==> src/design/aluPkg.sv <==
`default_nettype none

package aluPkg;

    localparam int DataWidth = 32;
    localparam int OpWidth   = 5;

    // One instruction word, two ways to read it
    typedef union packed {
        struct packed {
            logic [5:0] opcode;
            logic [4:0] rs;
            logic [4:0] rt;
            logic [4:0] rd;
            logic [4:0] shamt;
            logic [5:0] func;
        } rType;
        struct packed {
            logic [5:0]  opcode;
            logic [4:0]  rs;
            logic [4:0]  rt;
            logic [15:0] imm;
        } iType;
    } instrWord;

    // Opcodes
    localparam logic [5:0] OpcRType = 6'b000000;
    localparam logic [5:0] OpcAddi  = 6'b001000;
    localparam logic [5:0] OpcAddiu = 6'b001001;
    localparam logic [5:0] OpcSlti  = 6'b001010;
    localparam logic [5:0] OpcSltiu = 6'b001011;
    localparam logic [5:0] OpcOri   = 6'b001101;
    localparam logic [5:0] OpcXori  = 6'b001110;
    localparam logic [5:0] OpcBeq   = 6'b000100;
    localparam logic [5:0] OpcBne   = 6'b000101;

    // R-type function codes
    localparam logic [5:0] FnSll  = 6'b000000;
    localparam logic [5:0] FnSrl  = 6'b000010;
    localparam logic [5:0] FnSra  = 6'b000011;
    localparam logic [5:0] FnSllv = 6'b000100;
    localparam logic [5:0] FnSrlv = 6'b000110;
    localparam logic [5:0] FnSrav = 6'b000111;
    localparam logic [5:0] FnAdd  = 6'b100000;
    localparam logic [5:0] FnAddu = 6'b100001;
    localparam logic [5:0] FnSub  = 6'b100010;
    localparam logic [5:0] FnSubu = 6'b100011;
    localparam logic [5:0] FnAnd  = 6'b100100;
    localparam logic [5:0] FnOr   = 6'b100101;
    localparam logic [5:0] FnXor  = 6'b100110;
    localparam logic [5:0] FnNor  = 6'b100111;
    localparam logic [5:0] FnSlt  = 6'b101010;
    localparam logic [5:0] FnSltu = 6'b101011;

    // Decoded operations, decode to execute
    localparam logic [OpWidth-1:0] AluAdd    = 5'd0;
    localparam logic [OpWidth-1:0] AluAddOvf = 5'd1;
    localparam logic [OpWidth-1:0] AluSub    = 5'd2;
    localparam logic [OpWidth-1:0] AluSubOvf = 5'd3;
    localparam logic [OpWidth-1:0] AluAnd    = 5'd4;
    localparam logic [OpWidth-1:0] AluOr     = 5'd5;
    localparam logic [OpWidth-1:0] AluXor    = 5'd6;
    localparam logic [OpWidth-1:0] AluNor    = 5'd7;
    localparam logic [OpWidth-1:0] AluSlt    = 5'd8;
    localparam logic [OpWidth-1:0] AluSltu   = 5'd9;
    localparam logic [OpWidth-1:0] AluSll    = 5'd10;
    localparam logic [OpWidth-1:0] AluSrl    = 5'd11;
    localparam logic [OpWidth-1:0] AluSra    = 5'd12;
    localparam logic [OpWidth-1:0] AluBeq    = 5'd13;
    localparam logic [OpWidth-1:0] AluBne    = 5'd14;
    localparam logic [OpWidth-1:0] AluNop    = 5'd15;

    // Bit positions in flags
    localparam int FlagZero = 2;
    localparam int FlagNeg  = 1;
    localparam int FlagOvf  = 0;

endpackage

`default_nettype wire

==> src/design/aluDecode.sv <==
`timescale 1ns/1ps
`default_nettype none

module aluDecode import aluPkg::*; (
    input  wire logic                 clk,
    input  wire logic                 rstN,
    input  wire logic                 inValid,
    input  instrWord                  instr,
    input  wire logic [DataWidth-1:0] regA,
    input  wire logic [DataWidth-1:0] regB,
    output logic                      decValid,
    output logic      [OpWidth-1:0]   opCode,
    output logic      [DataWidth-1:0] opA,
    output logic      [DataWidth-1:0] opB,
    output logic      [4:0]           shiftAmt,
    output logic      [DataWidth-1:0] branchTarget,
    output logic                      illegal
);

    logic                 isR;
    logic [4:0]           rsField;
    logic [4:0]           rtField;
    logic [DataWidth-1:0] rsVal;
    logic [DataWidth-1:0] rtVal;
    logic [DataWidth-1:0] immSext;
    logic [DataWidth-1:0] immZext;
    logic                 usesRt;
    logic                 badReg;
    logic                 badCode;
    logic [OpWidth-1:0]   opNext;
    logic [DataWidth-1:0] opANext;
    logic [DataWidth-1:0] opBNext;
    logic [4:0]           shNext;

    assign isR     = (instr.rType.opcode == OpcRType);
    assign rsField = instr.rType.rs;
    assign rtField = instr.rType.rt;
    assign rsVal   = rsField[0] ? regB : regA;          // Field 0 is regA, 1 is regB
    assign rtVal   = rtField[0] ? regB : regA;
    assign immSext = {{(DataWidth-16){instr.iType.imm[15]}}, instr.iType.imm};
    assign immZext = {{(DataWidth-16){1'b0}}, instr.iType.imm};
    assign usesRt  = isR || (instr.iType.opcode == OpcBeq) || (instr.iType.opcode == OpcBne);
    assign badReg  = (rsField > 5'd1) || (usesRt && (rtField > 5'd1));

    always_comb begin
        opNext  = AluNop;
        opANext = rsVal;
        opBNext = rtVal;
        shNext  = '0;
        badCode = 1'b0;
        if (isR) begin
            case (instr.rType.func)
                FnAdd:  opNext = AluAddOvf;
                FnAddu: opNext = AluAdd;
                FnSub:  opNext = AluSubOvf;
                FnSubu: opNext = AluSub;
                FnAnd:  opNext = AluAnd;
                FnOr:   opNext = AluOr;
                FnXor:  opNext = AluXor;
                FnNor:  opNext = AluNor;
                FnSlt:  opNext = AluSlt;
                FnSltu: opNext = AluSltu;
                FnSll, FnSrl, FnSra: begin
                    opANext = rtVal;                   // Value being shifted
                    shNext  = instr.rType.shamt;
                    opNext  = (instr.rType.func == FnSll) ? AluSll :
                              (instr.rType.func == FnSrl) ? AluSrl : AluSra;
                end
                FnSllv, FnSrlv, FnSrav: begin
                    opANext = rtVal;
                    shNext  = rsVal[4:0];
                    opNext  = (instr.rType.func == FnSllv) ? AluSll :
                              (instr.rType.func == FnSrlv) ? AluSrl : AluSra;
                end
                default: badCode = 1'b1;
            endcase
        end else begin
            opBNext = immSext;
            case (instr.iType.opcode)
                OpcAddi:  opNext = AluAddOvf;
                OpcAddiu: opNext = AluAdd;
                OpcSlti:  opNext = AluSlt;
                OpcSltiu: opNext = AluSltu;          // Sign-extended, unsigned compare
                OpcOri: begin
                    opNext  = AluOr;
                    opBNext = immZext;
                end
                OpcXori: begin
                    opNext  = AluXor;
                    opBNext = immZext;
                end
                OpcBeq, OpcBne: begin
                    opNext  = (instr.iType.opcode == OpcBeq) ? AluBeq : AluBne;
                    opBNext = rtVal;
                end
                default: badCode = 1'b1;
            endcase
        end
    end

    always_ff @(posedge clk or negedge rstN) begin
        if (!rstN) begin
            decValid <= 1'b0;
        end else begin
            decValid <= inValid;
        end
    end

    always_ff @(posedge clk) begin
        if (inValid) begin
            opCode       <= (badReg || badCode) ? AluNop : opNext;
            opA          <= opANext;
            opB          <= opBNext;
            shiftAmt     <= shNext;
            branchTarget <= immSext << 2;
            illegal      <= badReg || badCode;
        end
    end

endmodule

`default_nettype wire

==> src/design/aluExecute.sv <==
`timescale 1ns/1ps
`default_nettype none

module aluExecute import aluPkg::*; (
    input  wire logic                 clk,
    input  wire logic                 rstN,
    input  wire logic                 decValid,
    input  wire logic [OpWidth-1:0]   opCode,
    input  wire logic [DataWidth-1:0] opA,
    input  wire logic [DataWidth-1:0] opB,
    input  wire logic [4:0]           shiftAmt,
    input  wire logic [DataWidth-1:0] branchTarget,
    input  wire logic                 illegal,
    output logic                      outValid,
    output logic      [DataWidth-1:0] result,
    output logic      [2:0]           flags,
    output logic                      illegalOut
);

    localparam int Msb = DataWidth - 1;

    logic [DataWidth-1:0] sum;
    logic [DataWidth-1:0] diff;
    logic                 same;
    logic [DataWidth-1:0] resNext;
    logic [2:0]           flagsNext;

    assign sum  = opA + opB;
    assign diff = opA - opB;
    assign same = (opA == opB);

    always_comb begin
        resNext   = '0;
        flagsNext = '0;
        case (opCode)
            AluAdd: resNext = sum;
            AluAddOvf: begin
                resNext            = sum;
                flagsNext[FlagOvf] = (opA[Msb] == opB[Msb]) && (sum[Msb] != opA[Msb]);
            end
            AluSub: resNext = diff;
            AluSubOvf: begin
                resNext            = diff;
                flagsNext[FlagOvf] = (opA[Msb] != opB[Msb]) && (diff[Msb] != opA[Msb]);
            end
            AluAnd: resNext = opA & opB;
            AluOr:  resNext = opA | opB;
            AluXor: resNext = opA ^ opB;
            AluNor: resNext = ~(opA | opB);
            AluSlt: begin
                resNext            = diff;
                flagsNext[FlagNeg] = ($signed(opA) < $signed(opB));
            end
            AluSltu: begin
                resNext            = diff;
                flagsNext[FlagNeg] = (opA < opB);
            end
            AluSll: resNext = opA << shiftAmt;
            AluSrl: resNext = opA >> shiftAmt;
            AluSra: resNext = $signed(opA) >>> shiftAmt;
            AluBeq: begin
                flagsNext[FlagZero] = same;
                resNext             = same ? branchTarget : DataWidth'(4);
            end
            AluBne: begin
                flagsNext[FlagZero] = same;
                resNext             = same ? DataWidth'(4) : branchTarget;
            end
            default: begin                         // AluNop
                resNext   = '0;
                flagsNext = '0;
            end
        endcase
    end

    always_ff @(posedge clk or negedge rstN) begin
        if (!rstN) begin
            outValid <= 1'b0;
        end else begin
            outValid <= decValid;
        end
    end

    always_ff @(posedge clk) begin
        if (decValid) begin
            result     <= resNext;
            flags      <= flagsNext;
            illegalOut <= illegal;
        end
    end

endmodule

`default_nettype wire

==> src/design/aluTop.sv <==
`timescale 1ns/1ps
`default_nettype none

module aluTop import aluPkg::*; #(
    parameter int FifoDepth  = 4,
    parameter int OutCredits = 2
) (
    input  wire logic                 clk,
    input  wire logic                 rstN,
    input  wire logic                 inValid,
    input  instrWord                  instr,
    input  wire logic [DataWidth-1:0] regA,
    input  wire logic [DataWidth-1:0] regB,
    output logic                      inCredit,
    output logic                      outValid,
    output logic      [DataWidth-1:0] result,
    output logic      [2:0]           flags,
    output logic                      illegal,
    input  wire logic                 outCredit
);

    instrWord             headInstr;
    logic [DataWidth-1:0] headA;
    logic [DataWidth-1:0] headB;
    logic                 notEmpty;
    logic                 pop;
    logic                 decValid;
    logic [OpWidth-1:0]   opCode;
    logic [DataWidth-1:0] opA;
    logic [DataWidth-1:0] opB;
    logic [4:0]           shiftAmt;
    logic [DataWidth-1:0] branchTarget;
    logic                 decIllegal;

    cmdFifo #(.FifoDepth(FifoDepth)) uFifo (
        .clk, .rstN,
        .push(inValid), .pushInstr(instr), .pushA(regA), .pushB(regB),
        .pop, .headInstr, .headA, .headB, .notEmpty, .inCredit
    );

    creditIssue #(.OutCredits(OutCredits)) uIssue (
        .clk, .rstN, .notEmpty, .outCredit, .pop
    );

    aluDecode uDecode (
        .clk, .rstN,
        .inValid(pop), .instr(headInstr), .regA(headA), .regB(headB),
        .decValid, .opCode, .opA, .opB, .shiftAmt, .branchTarget,
        .illegal(decIllegal)
    );

    aluExecute uExecute (
        .clk, .rstN,
        .decValid, .opCode, .opA, .opB, .shiftAmt, .branchTarget,
        .illegal(decIllegal),
        .outValid, .result, .flags, .illegalOut(illegal)
    );

endmodule

`default_nettype wire

==> src/design/cmdFifo.sv <==
`timescale 1ns/1ps
`default_nettype none

module cmdFifo import aluPkg::*; #(
    parameter int FifoDepth = 4
) (
    input  wire logic                 clk,
    input  wire logic                 rstN,
    input  wire logic                 push,
    input  instrWord                  pushInstr,
    input  wire logic [DataWidth-1:0] pushA,
    input  wire logic [DataWidth-1:0] pushB,
    input  wire logic                 pop,
    output instrWord                  headInstr,
    output logic      [DataWidth-1:0] headA,
    output logic      [DataWidth-1:0] headB,
    output logic                      notEmpty,
    output logic                      inCredit
);

    localparam int PtrW = (FifoDepth > 1) ? $clog2(FifoDepth) : 1;
    localparam int CntW = $clog2(FifoDepth + 1);

    instrWord             memInstr [FifoDepth];
    logic [DataWidth-1:0] memA     [FifoDepth];
    logic [DataWidth-1:0] memB     [FifoDepth];
    logic [PtrW-1:0]      wrPtr;
    logic [PtrW-1:0]      rdPtr;
    logic [CntW-1:0]      count;
    logic                 full;
    logic                 doPush;
    logic                 doPop;

    assign full      = (count == CntW'(FifoDepth));
    assign notEmpty  = (count != '0);
    assign doPush    = push && !full;
    assign doPop     = pop && notEmpty;
    assign headInstr = memInstr[rdPtr];
    assign headA     = memA[rdPtr];
    assign headB     = memB[rdPtr];

    always_ff @(posedge clk) begin
        if (doPush) begin
            memInstr[wrPtr] <= pushInstr;
            memA[wrPtr]     <= pushA;
            memB[wrPtr]     <= pushB;
        end
    end

    always_ff @(posedge clk or negedge rstN) begin
        if (!rstN) begin
            wrPtr    <= '0;
            rdPtr    <= '0;
            count    <= '0;
            inCredit <= 1'b0;
        end else begin
            inCredit <= doPop;                       // One credit per freed slot
            if (doPush) begin
                wrPtr <= (wrPtr == PtrW'(FifoDepth - 1)) ? '0 : wrPtr + 1'b1;
            end
            if (doPop) begin
                rdPtr <= (rdPtr == PtrW'(FifoDepth - 1)) ? '0 : rdPtr + 1'b1;
            end
            if (doPush && !doPop) begin
                count <= count + 1'b1;
            end else if (doPop && !doPush) begin
                count <= count - 1'b1;
            end
        end
    end

    // Sender must respect its input credits
    noPushFull: assert property (@(posedge clk) disable iff (!rstN) push |-> !full)
        else $error("cmdFifo push while full");
    noPopEmpty: assert property (@(posedge clk) disable iff (!rstN) pop |-> notEmpty)
        else $error("cmdFifo pop while empty");

endmodule

`default_nettype wire

==> src/design/creditIssue.sv <==
`timescale 1ns/1ps
`default_nettype none

module creditIssue #(
    parameter int OutCredits = 2
) (
    input  wire logic clk,
    input  wire logic rstN,
    input  wire logic notEmpty,
    input  wire logic outCredit,
    output logic      pop
);

    localparam int CntW = $clog2(OutCredits + 1);

    logic [CntW-1:0] count;

    assign pop = notEmpty && (count != '0);          // Issue only with a reserved slot

    always_ff @(posedge clk or negedge rstN) begin
        if (!rstN) begin
            count <= CntW'(OutCredits);
        end else begin
            case ({pop, outCredit})
                2'b10:   count <= count - 1'b1;
                2'b01:   count <= count + 1'b1;
                default: count <= count;              // Both or neither
            endcase
        end
    end

    countBound: assert property (@(posedge clk) disable iff (!rstN)
        count <= CntW'(OutCredits))
        else $error("creditIssue count above OutCredits");

    // A returned credit needs a result outstanding
    noSpareCredit: assert property (@(posedge clk) disable iff (!rstN)
        outCredit |-> (count != CntW'(OutCredits)))
        else $error("creditIssue credit returned with none outstanding");

endmodule

`default_nettype wire

==> config.mk <==
export PLATFORM = sky130hd
export DESIGN_NAME = aluTop
export DESIGN_NICKNAME = d
export VERILOG_FILES = /design/src/design/aluPkg.sv /design/src/design/aluDecode.sv /design/src/design/aluExecute.sv /design/src/design/aluTop.sv /design/src/design/cmdFifo.sv /design/src/design/creditIssue.sv
export SDC_FILE = /design/constraint.sdc
export NUM_CORES = 1
export LEC_CHECK = 0
export ABC_AREA = 1
export ABC_CLOCK_PERIOD_IN_PS = 8600
export BUFFER_PORTS_ARGS = -buffer_cell sky130_fd_sc_hd__buf_2
export CAP_MARGIN = 20
export CORE_MARGIN = 1
export CORE_UTILIZATION = 39
export CTS_BUF_LIST = sky130_fd_sc_hd__clkbuf_2 sky130_fd_sc_hd__clkbuf_4 sky130_fd_sc_hd__clkbuf_8
export CTS_CLUSTER_SIZE = 12
export DETAILED_ROUTE_END_ITERATION = 7
export SYNTH_ARGS = -nofsm -noshare
export SYNTH_HDL_FRONTEND = slang
export SYNTH_SLANG_ARGS = --single-unit
==> constraint.sdc <==
create_clock -name clk -period 8.6 [get_ports clk]
set_clock_uncertainty 0.05 [all_clocks]
set_input_delay 1.29 -clock clk [delete_from_list [all_inputs] [get_ports clk]]
set_output_delay 1.29 -clock clk [all_outputs]
set_load 0.01 [all_outputs]
# Word level (Yosys, flattened, before mapping)
# Memories as Yosys holds them, arrays and structs flattened.
# Cells that the tools add are included.
[word_totals]
input_bits = 100
ramBits = 384
regBits = 139
mem_count = 3
wordCells = 148
[mem_list]
columns = ["memory", "depth", "word_bits", "rd", "rd_clocked_by_memory_dff", "wr", "line", "rtl"]
rows = [
  ["uFifo.memA", 4, 32, 1, 0, 1, "cmdFifo.sv:25", "logic [DataWidth-1:0] memA [FifoDepth];"],
  ["uFifo.memB", 4, 32, 1, 0, 1, "cmdFifo.sv:26", "logic [DataWidth-1:0] memB [FifoDepth];"],
  ["uFifo.memInstr", 4, 32, 1, 0, 1, "cmdFifo.sv:24", "instrWord memInstr [FifoDepth];"],
]
[classes]
n_reduce_logical = 32
eq_ne = 47
n_lt_le_gt_ge = 4
shift = 3
muxes = 30
addsub = 8
bitwise_logic = 4
[op_table]
columns = ["cell", "count"]
rows = [
  ["32-bit one-hot mux with 11 select lines", 1],
  ["32-bit 2-to-1 mux", 7],
  ["32-bit less-than comparator", 2],
  ["32-bit one-hot mux with 2 select lines", 1],
  ["6-bit == test (second input constant)", 10],
  ["5-bit one-hot mux with 12 select lines", 1],
  ["6-bit by 4-bit == test with 1-bit output (second input constant)", 6],
  ["5-bit by 4-bit == test with 1-bit output (second input constant)", 7],
  ["5-bit one-hot mux with 7 select lines", 1],
  ["32-bit adder", 1],
  ["32-bit bitwise AND", 1],
  ["32-bit == test", 1],
  ["32-bit NOT", 1],
  ["32-bit bitwise OR", 1],
  ["32-bit by 5-bit left shift with 32-bit output", 1],
  ["32-bit by 5-bit >> shifter with 32-bit output", 1],
  ["32-bit by 5-bit >>> shifter with 32-bit output", 1],
  ["32-bit subtractor", 1],
  ["32-bit XOR", 1],
  ["6-bit by 3-bit == test with 1-bit output (second input constant)", 5],
  ["5-bit by 3-bit == test with 1-bit output (second input constant)", 4],
  ["16-bit OR reduction", 1],
  ["5-bit 2-to-1 mux", 3],
  ["6-bit by 2-bit == test with 1-bit output (second input constant)", 2],
  ["30 further kinds", 67],
]

# Longest topological paths before layout
# Gate-level depths: netlist (run 1).
[depth]
depth_word = 7
mapped_depth = 17
depth_no_buf = 15

# Modules after synthesis
# Synthesis (run 1) repeated with hierarchy kept, for this count alone.
[hier_totals]
hier_cells = 4041
area_unflattened_um2 = 32886.5
[modules_own_cells]
columns = ["mod", "seq_area_each_um2", "instances", "area_each_um2", "cells_per_inst"]
rows = [
  ["cmdFifo", 11731.3, 1, 15800.2, 1181],
  ["aluExecute", 1106.1, 1, 12051.6, 2311],
  ["aluDecode", 2727.6, 1, 4901.0, 529],
  ["creditIssue", 51.3, 1, 133.9, 20],
]

# Worst setup path before layout (run 1)
# No wires, ideal clock.
[synth_path]
path_kind = "input -> register"
startpoint = "input port inValid"
endpoint = "memory uFifo.memA[0][0], enable pin"
n_path_buf = 0
setup_slack_ns = 2.580
arrival_time_ns = 5.418
required_ns = 7.998
path_stages = 2
path_cell_list = "o31ai_1 -> nor2_1"
[synth_between]
elab_chain_cells = 3
[synth_rtl]
columns = ["element", "line", "rtl"]
rows = [
  ["from (decl)", "aluTop.sv:10", "input wire logic inValid,"],
  ["1-bit logical AND", "cmdFifo.sv:36", "assign doPush = push && !full;"],
  ["1-bit 2-to-1 mux", "cmdFifo.sv:43", "if (doPush) begin"],
  ["1-bit 2-to-1 mux (implied by the code)", "cmdFifo.sv:45", "memA[wrPtr] <= pushA;"],
  ["to (decl)", "cmdFifo.sv:25", ""],
]
# Every way passes these cells.

# Final worst setup path (run 1)
[layout_path]
startpoint = "register uDecode.opCode[0]"
endpoint = "register uExecute.result[0] (data pin)"
[layout_between]
elab_chain_cells = 3
[layout_rtl]
columns = ["element", "line", "rtl"]
rows = [
  ["from (decl)", "aluDecode.sv:12", "output logic [OpWidth-1:0] opCode,"],
  ["from (signal assigned)", "aluDecode.sv:111", "opCode <= (badReg || badCode) ? AluNop : opNext;"],
  ["5-bit by 2-bit == test with 1-bit output (tied with other cells)", "aluExecute.sv:35", "case (opCode)"],
  ["4-bit OR reduction (no line) or 2-bit OR reduction (tied branches)", "--", ""],
  ["32-bit one-hot mux with 11 select lines *", "aluExecute.sv:35", ""],
  ["net uExecute.resNext[0]", "aluExecute.sv:25", "logic [DataWidth-1:0] resNext;"],
  ["to (signal assigned)", "aluExecute.sv:86", "result <= resNext;"],
  ["to (decl)", "aluExecute.sv:15", "output logic [DataWidth-1:0] result,"],
]
# The timed path passes the listed nets; every way through them passes the cells marked *.
# A chain may end at the register's enable or synchronous reset.

==> results of run 1 <==
## registers in the layout, summed over array words and instances (netlist names)
register              flops
uFifo.memInstr          128
uExecute.result          32
uFifo.rdPtr               2
uFifo.memB              128
uDecode.opCode            4
uDecode.decValid          1
uFifo.memA              128
uFifo.count               3
uExecute.illegalOut       1
uIssue.count              2
uExecute.flags            3
uDecode.branchTarget     16
uDecode.opA              32
uDecode.illegal           1
uDecode.shiftAmt          5
uDecode.opB              32
uExecute.outValid         1
uFifo.wrPtr               2
## final cells by class
type                       instances  share of cell area
antenna                            1           0.0000746
clock buffer                     114              0.0423
clock inverter                    46              0.0101
inverter                         270              0.0304
multi-input combinational       2543               0.384
sequential                       521               0.465
tap                             1030              0.0384
timing repair buffer             170              0.0292
## placed cells by master (no fill, tap or decap), types with 15 or more instances in the layout
cell type	instances
a21oi_1	197
a32o_1	31
buf_2	137
buf_4	30
clkbuf_4	24
clkbuf_8	90
clkinv_1	25
clkinv_2	15
edfxtp_1	510
ha_1	111
inv_1	252
nand2_1	914
nand3_1	326
nand4_1	52
nor2_1	296
nor3_1	38
o211ai_1	33
o21a_1	16
o21ai_0	329
o21ai_1	29
o22ai_1	47
## worst register-to-register path: stages (launching register included)
cell and delay, ns:
edfxtp_1 0.55, nor2_1 0.41, nand2_1 0.36, inv_1 0.47
nor2_1 0.11, nor2_1 0.86, o21ai_0 0.25, o221ai_1 0.59
## path summary, 6_finish.rpt
| path | endpoint | cells past startpoint | slack, ns | start |
|---|---|---|---|---|
| min in group clk | uExecute.illegalOut$_DFFE_PP_ | 0 | 0.42 | uDecode.illegal$_DFFE_PP_ |
| max in group asynchronous | uIssue.count[1]$_DFFE_PN1P_ | 1 | 7.86 | rstN |
| hold / removal | uIssue.count[0]$_DFFE_PN0P_ | 1 | 0.38 | rstN |
| setup reg to reg | uExecute.result[0]$_DFFE_PP_ | 7 | 4.67 | uDecode.opCode[0]$_SDFFCE_PP1P_ |
| setup / recovery | uExecute.result[0]$_DFFE_PP_ | 7 | 4.67 | uDecode.opCode[0]$_SDFFCE_PP1P_ |
| hold reg to reg | uExecute.illegalOut$_DFFE_PP_ | 0 | 0.42 | uDecode.illegal$_DFFE_PP_ |
## power breakdown
group	internal, mW	total [mW]	switching, mW
Sequential	3.77	4.29	0.518
Clock	1.18	2.25	1.06
Combinational	2.26	8.27	6.01
## stage by stage
step / hold slack [ns] / total power [mW] / setup WS, ns
final: 0.375 / 14.8 / 4.67
after global placement: 0.411 / 12.3 / 4.72
after global routing: 0.357 / 15.8 / 4.55
after detailed placement: 0.408 / 12.3 / 4.70
after CTS: 0.298 / 14.6 / 4.73
after floorplan: 0.350 / 9.70 / 2.58
## cells by family after synthesis
| logic type | Yosys count |
|---|---|
| simple gates | 1686 |
| compound gates | 730 |
| flops | 521 |
| buf+inv | 449 |
| fa+ha+maj | 114 |
| mux | 9 |
| xor+xnor | 4 |
## layer usage
layer  vias up  global-route usage
met4        12              0.0996
met1     12500               0.359
met5         -                   0
li1      12400                   -
met3       232              0.0609
met2      1302               0.387
==> qor.csv, run 1 <==
stage;metric;value;unit
outcome;outcome;finished clean;
setup_path;Startpoint Class;register;
clocking;total CTS buffers;89;
global_route;vias in the first global route;24300;
logic_synthesis;top cell type's share of synthesized area;0.506;
finish;Layout Nets;3809;
logic_synthesis;Compound-Gate Fraction of Synth Area;0.138;
pwr;PD cells;441;nW/um^2
place;Placer Congestion;1.07;
detailed_routing;via count;26400;
detailed_routing;WL met3;10300;um
logic_synthesis;most common cell in the netlist;nand2_1;
clocking;Clock Sink Count;521;
detailed_routing;Top Layer Used;met5;
global_route;Tot GR Track Use;0.258;
clocking;H-tree levels;3;
logic_synthesis;area leader, netlist;edfxtp_1;
timing;Worst Tran Pin Value;1.12;ns
setup_path;crit-path max FO;15;
global_route;largest net degree at the start of global routing;100;
place;placed insts;4531;
logic_synthesis;YS warnings;0;
setup_path;Crit path largest cell delay;0.86;ns
detailed_routing;WL final;103000;um
detailed_routing;vias per cell;5.63;
timing;crit path time final;3.93;ns
clocking;Worst-Skew Late Latency;0.71;ns
logic_synthesis;Yosys cell types;60;
timing;Slew Viols, Final;0;
die;Die Y-Extent;281;um
min_path;hold crit path type;in2async;
detailed_routing;first-pass iteration count of the detailed router;6;
logic_synthesis;Mapped Cells;3513;
pwr;Leak Pwr;13.6;nW
finish;Non-Filler Instances;4695;
detailed_routing;DRT met1 WL;44100;um
setup_path;Arr. time, crit path;4.30;ns
place;placed inst area;31700;um^2
setup_path;CP most frequent cell;nor2_1;
clocking;CTS max path bufs;3;
finish;area of the multi-input gates;12900;um^2
logic_synthesis;Mapped Area;30300;um^2
setup_path;CP top delay family;simple AND/OR/NAND/NOR gates;
die;core footprint;76300;um^2
timing;Setup TNS Final;0;ns
detailed_routing;drt initial violations;3591;
finish;Register Area;15600;um^2
clocking;CTS tree;done;
detailed_routing;WL/cell;21.9;um
finish;number of fill cells in the layout;7627;
place;port buffer count;137;
setup_path;slowest CP cell;nor2_1;
logic_synthesis;post-synthesis xor/xnor area fraction;0.00116;
place;HPWL after detailed placement;74600;um
logic_synthesis;Seq/Total Area, Yosys;0.515;
finish;share of layout cells above drive strength 1;0.103;
timing;fmax;255;MHz
global_route;first-pass GRT wire length;152000;um
clocking;clock transition at the registers of the reported paths;0.06;ns
timing;Final Cycle Share;0.457;
pwr;peak supply drop;0.000225;V
die;die footprint;78800;um^2
setup_path;Crit path required time;8.98;ns
logic_synthesis;Main synth FF type;edfxtp_1;
clocking;Root Buffer;clkbuf_8;
detailed_routing;number of remaining DRC errors;0;
finish;final instance area;33500;um^2
clocking;Post CTS Setup Buffer Count;0;
logic_synthesis;syn nets;3727;
logic_synthesis;Post-Synth Simple-Gate Area;0.234;
clocking;post-cts sizing count;0;
logic_synthesis;Adder-Cell Fraction of Synth Area;0.0479;
timing;# setup viols final;0;
setup_path;worst path cell trace;nor2_1, nand2_1, inv_1, nor2_1, nor2_1, o21ai_0, o221ai_1;
clocking;hold buffers post-CTS;0;
die;Cell Rows;101;
global_route;initial antenna violation count;8;
timing;RSZ-0062 raised after global routing;false;
logic_synthesis;Seq cells post-synth;521;
logic_synthesis;number of synthesized flops with an enable pin;510;
finish;synth-to-layout area growth;10.8;%
die;Die X;281;um
finish;final core occ;0.439;
die;Starting Density;0.397;
logic_synthesis;most frequent cells after synthesis;nand2_1, edfxtp_1, o21ai_0;
logic_synthesis;syn_area_per_cell;8.62;um^2
detailed_routing;wire length on met2;44400;um
run;Max-Cap Viols;0;
timing;Slew headroom;0.252;
setup_path;Worst Setup End Kind;register;
global_route;GR Overflow Total;0;
logic_synthesis;Async SR Flop Fraction;0.0211;
logic_synthesis;main combinational cell family by area after synthesis;simple AND/OR/NAND/NOR gates;
setup_path;critical path buffer and inverter count;1;
logic_synthesis;mux cell area share after synthesis;0.00302;
setup_path;CP Class;reg2reg;
detailed_routing;DRT antenna net count;0;
timing;final hold vios;0;
logic_synthesis;Area contributors post-synth;edfxtp_1, nand2_1, o21ai_0;
die;num ports;138;
Note: power is estimated with default switching activity, not from simulation.
==> inputs of run 2 (changes only) <==
--- a/config.mk
+++ b/config.mk
@@ -6,7 +6,7 @@
 export NUM_CORES = 1
 export LEC_CHECK = 0
 export ABC_AREA = 1
-export ABC_CLOCK_PERIOD_IN_PS = 8600
+export ABC_CLOCK_PERIOD_IN_PS = 3900
 export BUFFER_PORTS_ARGS = -buffer_cell sky130_fd_sc_hd__buf_2
 export CAP_MARGIN = 20
 export CORE_MARGIN = 1
==> constraint.sdc (replaced) <==
create_clock -name clk -period 3.9 [get_ports clk]
set_clock_uncertainty 0.05 [all_clocks]
set_input_delay 0.585 -clock clk [delete_from_list [all_inputs] [get_ports clk]]
set_output_delay 0.585 -clock clk [all_outputs]
set_load 0.01 [all_outputs]
==> run 2 against run 1 <==
Net effect: core utilization rose by 0.76 points; count of clock-buffer cells in the layout rose by 8; design area up 1.7%; first-iteration DRC count down 9.8%; register-to-register slack got worse by 4.5 ns; clock power increased by 120%; final cell count is 1.2% higher; sequential cell count unchanged; sequential share of layout area shrank 0.79 points; global-route usage rose by 2.3 points; non-clock buffer count is 56 higher; critical endpoint is now uExecute.result[20]$_DFFE_PP_.
==> qor.csv, run 2 (synthesis results as in run 1) <==
stage;metric;value;unit
outcome;outcome;finished clean;
clocking;total CTS buffers;88;
setup_path;critical path buffer and inverter count;3;
detailed_routing;via count;26800;
clocking;post-cts sizing count;0;
run;Max-Cap Viols;0;
finish;Non-Filler Instances;4752;
clocking;CTS max path bufs;3;
die;die footprint;78800;um^2
detailed_routing;DRT antenna net count;0;
finish;top flop regs;uFifo.memA x128, uFifo.memB x128, uFifo.memInstr x128;
detailed_routing;WL final;112000;um
setup_path;slowest CP cell;edfxtp_1;
setup_path;r2r endpoint;uExecute.result[20]$_DFFE_PP_;
setup_path;crit-path max FO;14;
timing;Setup TNS Final;0;ns
die;num ports;138;
pwr;peak supply drop;0.000377;V
setup_path;CP Class;reg2reg;
finish;final instance area;34100;um^2
place;HPWL after detailed placement;84200;um
setup_path;origin of the critical flop-to-flop path;uDecode.opA[31]$_DFFE_PP_;
global_route;vias in the first global route;24800;
global_route;largest net degree at the start of global routing;100;
timing;RSZ-0062 raised after global routing;false;
detailed_routing;drt initial violations;3239;
clocking;clock transition at the registers of the reported paths;0.06;ns
finish;commonest cells after routing, fill and taps aside;nand2_1, edfxtp_1, o21ai_0;
global_route;initial antenna violation count;18;
setup_path;CP top delay family;simple AND/OR/NAND/NOR gates;
clocking;Post CTS Setup Buffer Count;0;
clocking;Clock Sink Count;521;
die;Die Y-Extent;281;um
place;Placer Congestion;1.12;
finish;Layout Nets;3864;
setup_path;CP Launch Point;uDecode.opA[31]$_DFFE_PP_;
setup_path;Startpoint Class;register;
timing;crit path time final;3.75;ns
pwr;Leak Pwr;13.9;nW
clocking;Worst-Skew Late Latency;0.70;ns
clocking;Root Buffer;clkbuf_8;
die;Cell Rows;101;
setup_path;Arr. time, crit path;4.13;ns
timing;final hold vios;0;
setup_path;worst path cell trace;inv_1, ha_1, clkinv_1, nand3_1, nor2_1, nand2_1, nor2_1, inv_1, nand2_1, nand3_2, nand3_1, nor2_1, nand4_1;
setup_path;critical path depth in cells;13;
setup_path;CP most frequent cell;nor2_1;
detailed_routing;number of remaining DRC errors;0;
place;placed inst area;32200;um^2
timing;# setup viols final;0;
clocking;hold buffers post-CTS;8;
finish;share of layout cells above drive strength 1;0.115;
place;port buffer count;137;
die;Die X;281;um
clocking;H-tree levels;3;
detailed_routing;first-pass iteration count of the detailed router;8;
clocking;CTS tree;done;
finish;synth-to-layout area growth;12.7;%
global_route;Tot GR Track Use;0.281;
place;placed insts;4582;
setup_path;Critical Path Sink;uExecute.result[20]$_DFFE_PP_;
pwr;PD cells;989;nW/um^2
setup_path;Crit path required time;4.29;ns
timing;Worst Tran Pin Value;1.08;ns
global_route;GR Overflow Total;0;
finish;commonest non-fill, non-tap cell in the layout;nand2_1;
timing;Final Cycle Share;0.960;
timing;Slew headroom;0.282;
setup_path;Crit path largest cell delay;0.74;ns
global_route;first-pass GRT wire length;162000;um
detailed_routing;vias per cell;5.63;
timing;Min Hold Slack;0.0458;ns
min_path;hold crit path type;in2reg;
die;Starting Density;0.397;
timing;Slew Viols, Final;0;
setup_path;cells on worst reg2reg path;13;
setup_path;r2r setup slk;0.15;ns
die;core footprint;76300;um^2
timing;fmax;267;MHz
detailed_routing;WL/cell;23.6;um
setup_path;Worst Setup End Kind;register;
-- run 2: area by class of cell --
class | instances | area [um^2]
Inverter | 270 | 1020
Clock buffer | 122 | 1470
Clock inverter | 38 | 329
Sequential cell | 521 | 15600
Multi-Input combinational cell | 2543 | 12900
Timing Repair Buffer | 226 | 1510
Antenna cell | 2 | 5.00
Tap cell | 1030 | 1290
Fill cell | 7612 | 42200
-- run 2: through the flow --
step / total power, mW / utilization / setup WS [ns]
detailed placement: 28.2 / 0.422 / 0.350
global route: 35.8 / 0.447 / 0.110
CTS: 33.3 / 0.447 / 0.352
global placement: 28.2 / 0.422 / 0.298
finish: 33.7 / 0.447 / 0.155
floorplan: 21.4 / - / -1.41
-- run 2: where the power goes --
| group | switching [mW] | internal, mW | leakage, nW | total [mW] |
|---|---|---|---|---|
| Combinational | 14.2 | 5.21 | 8.00 | 19.4 |
| Sequential | 1.01 | 8.31 | 4.93 | 9.32 |
| Clock | 2.30 | 2.74 | 0.947 | 5.04 |
-- run 2: worst min path at each step --
stage                                    startpoint                         endpoint  slack [ns]  cells past startpoint
after detailed placement  uDecode.illegal$_DFFE_PP_    uExecute.illegalOut$_DFFE_PP_        0.36                      0
after CTS                                 instr[28]  uFifo.memInstr[2][28]$_DFFE_PP_      0.0001                      1
final                                     instr[12]  uFifo.memInstr[0][12]$_DFFE_PP_        0.05                      1
after global routing                       regA[28]      uFifo.memA[0][28]$_DFFE_PP_        0.02                      1
after floorplan                                rstN       uDecode.decValid$_DFF_PN0_        0.24                      0
after global placement    uDecode.illegal$_DFFE_PP_    uExecute.illegalOut$_DFFE_PP_        0.36                      0
-- run 2: layer usage --
metal / track usage / up-vias / share of wire
met1: 0.383 / 12600 / 0.42
li1: - / 12500 / -
met4: 0.123 / 26 / 0.045
met2: 0.424 / 1352 / 0.43
met3: 0.0677 / 273 / 0.10
met5: 0 / - / 0.0013
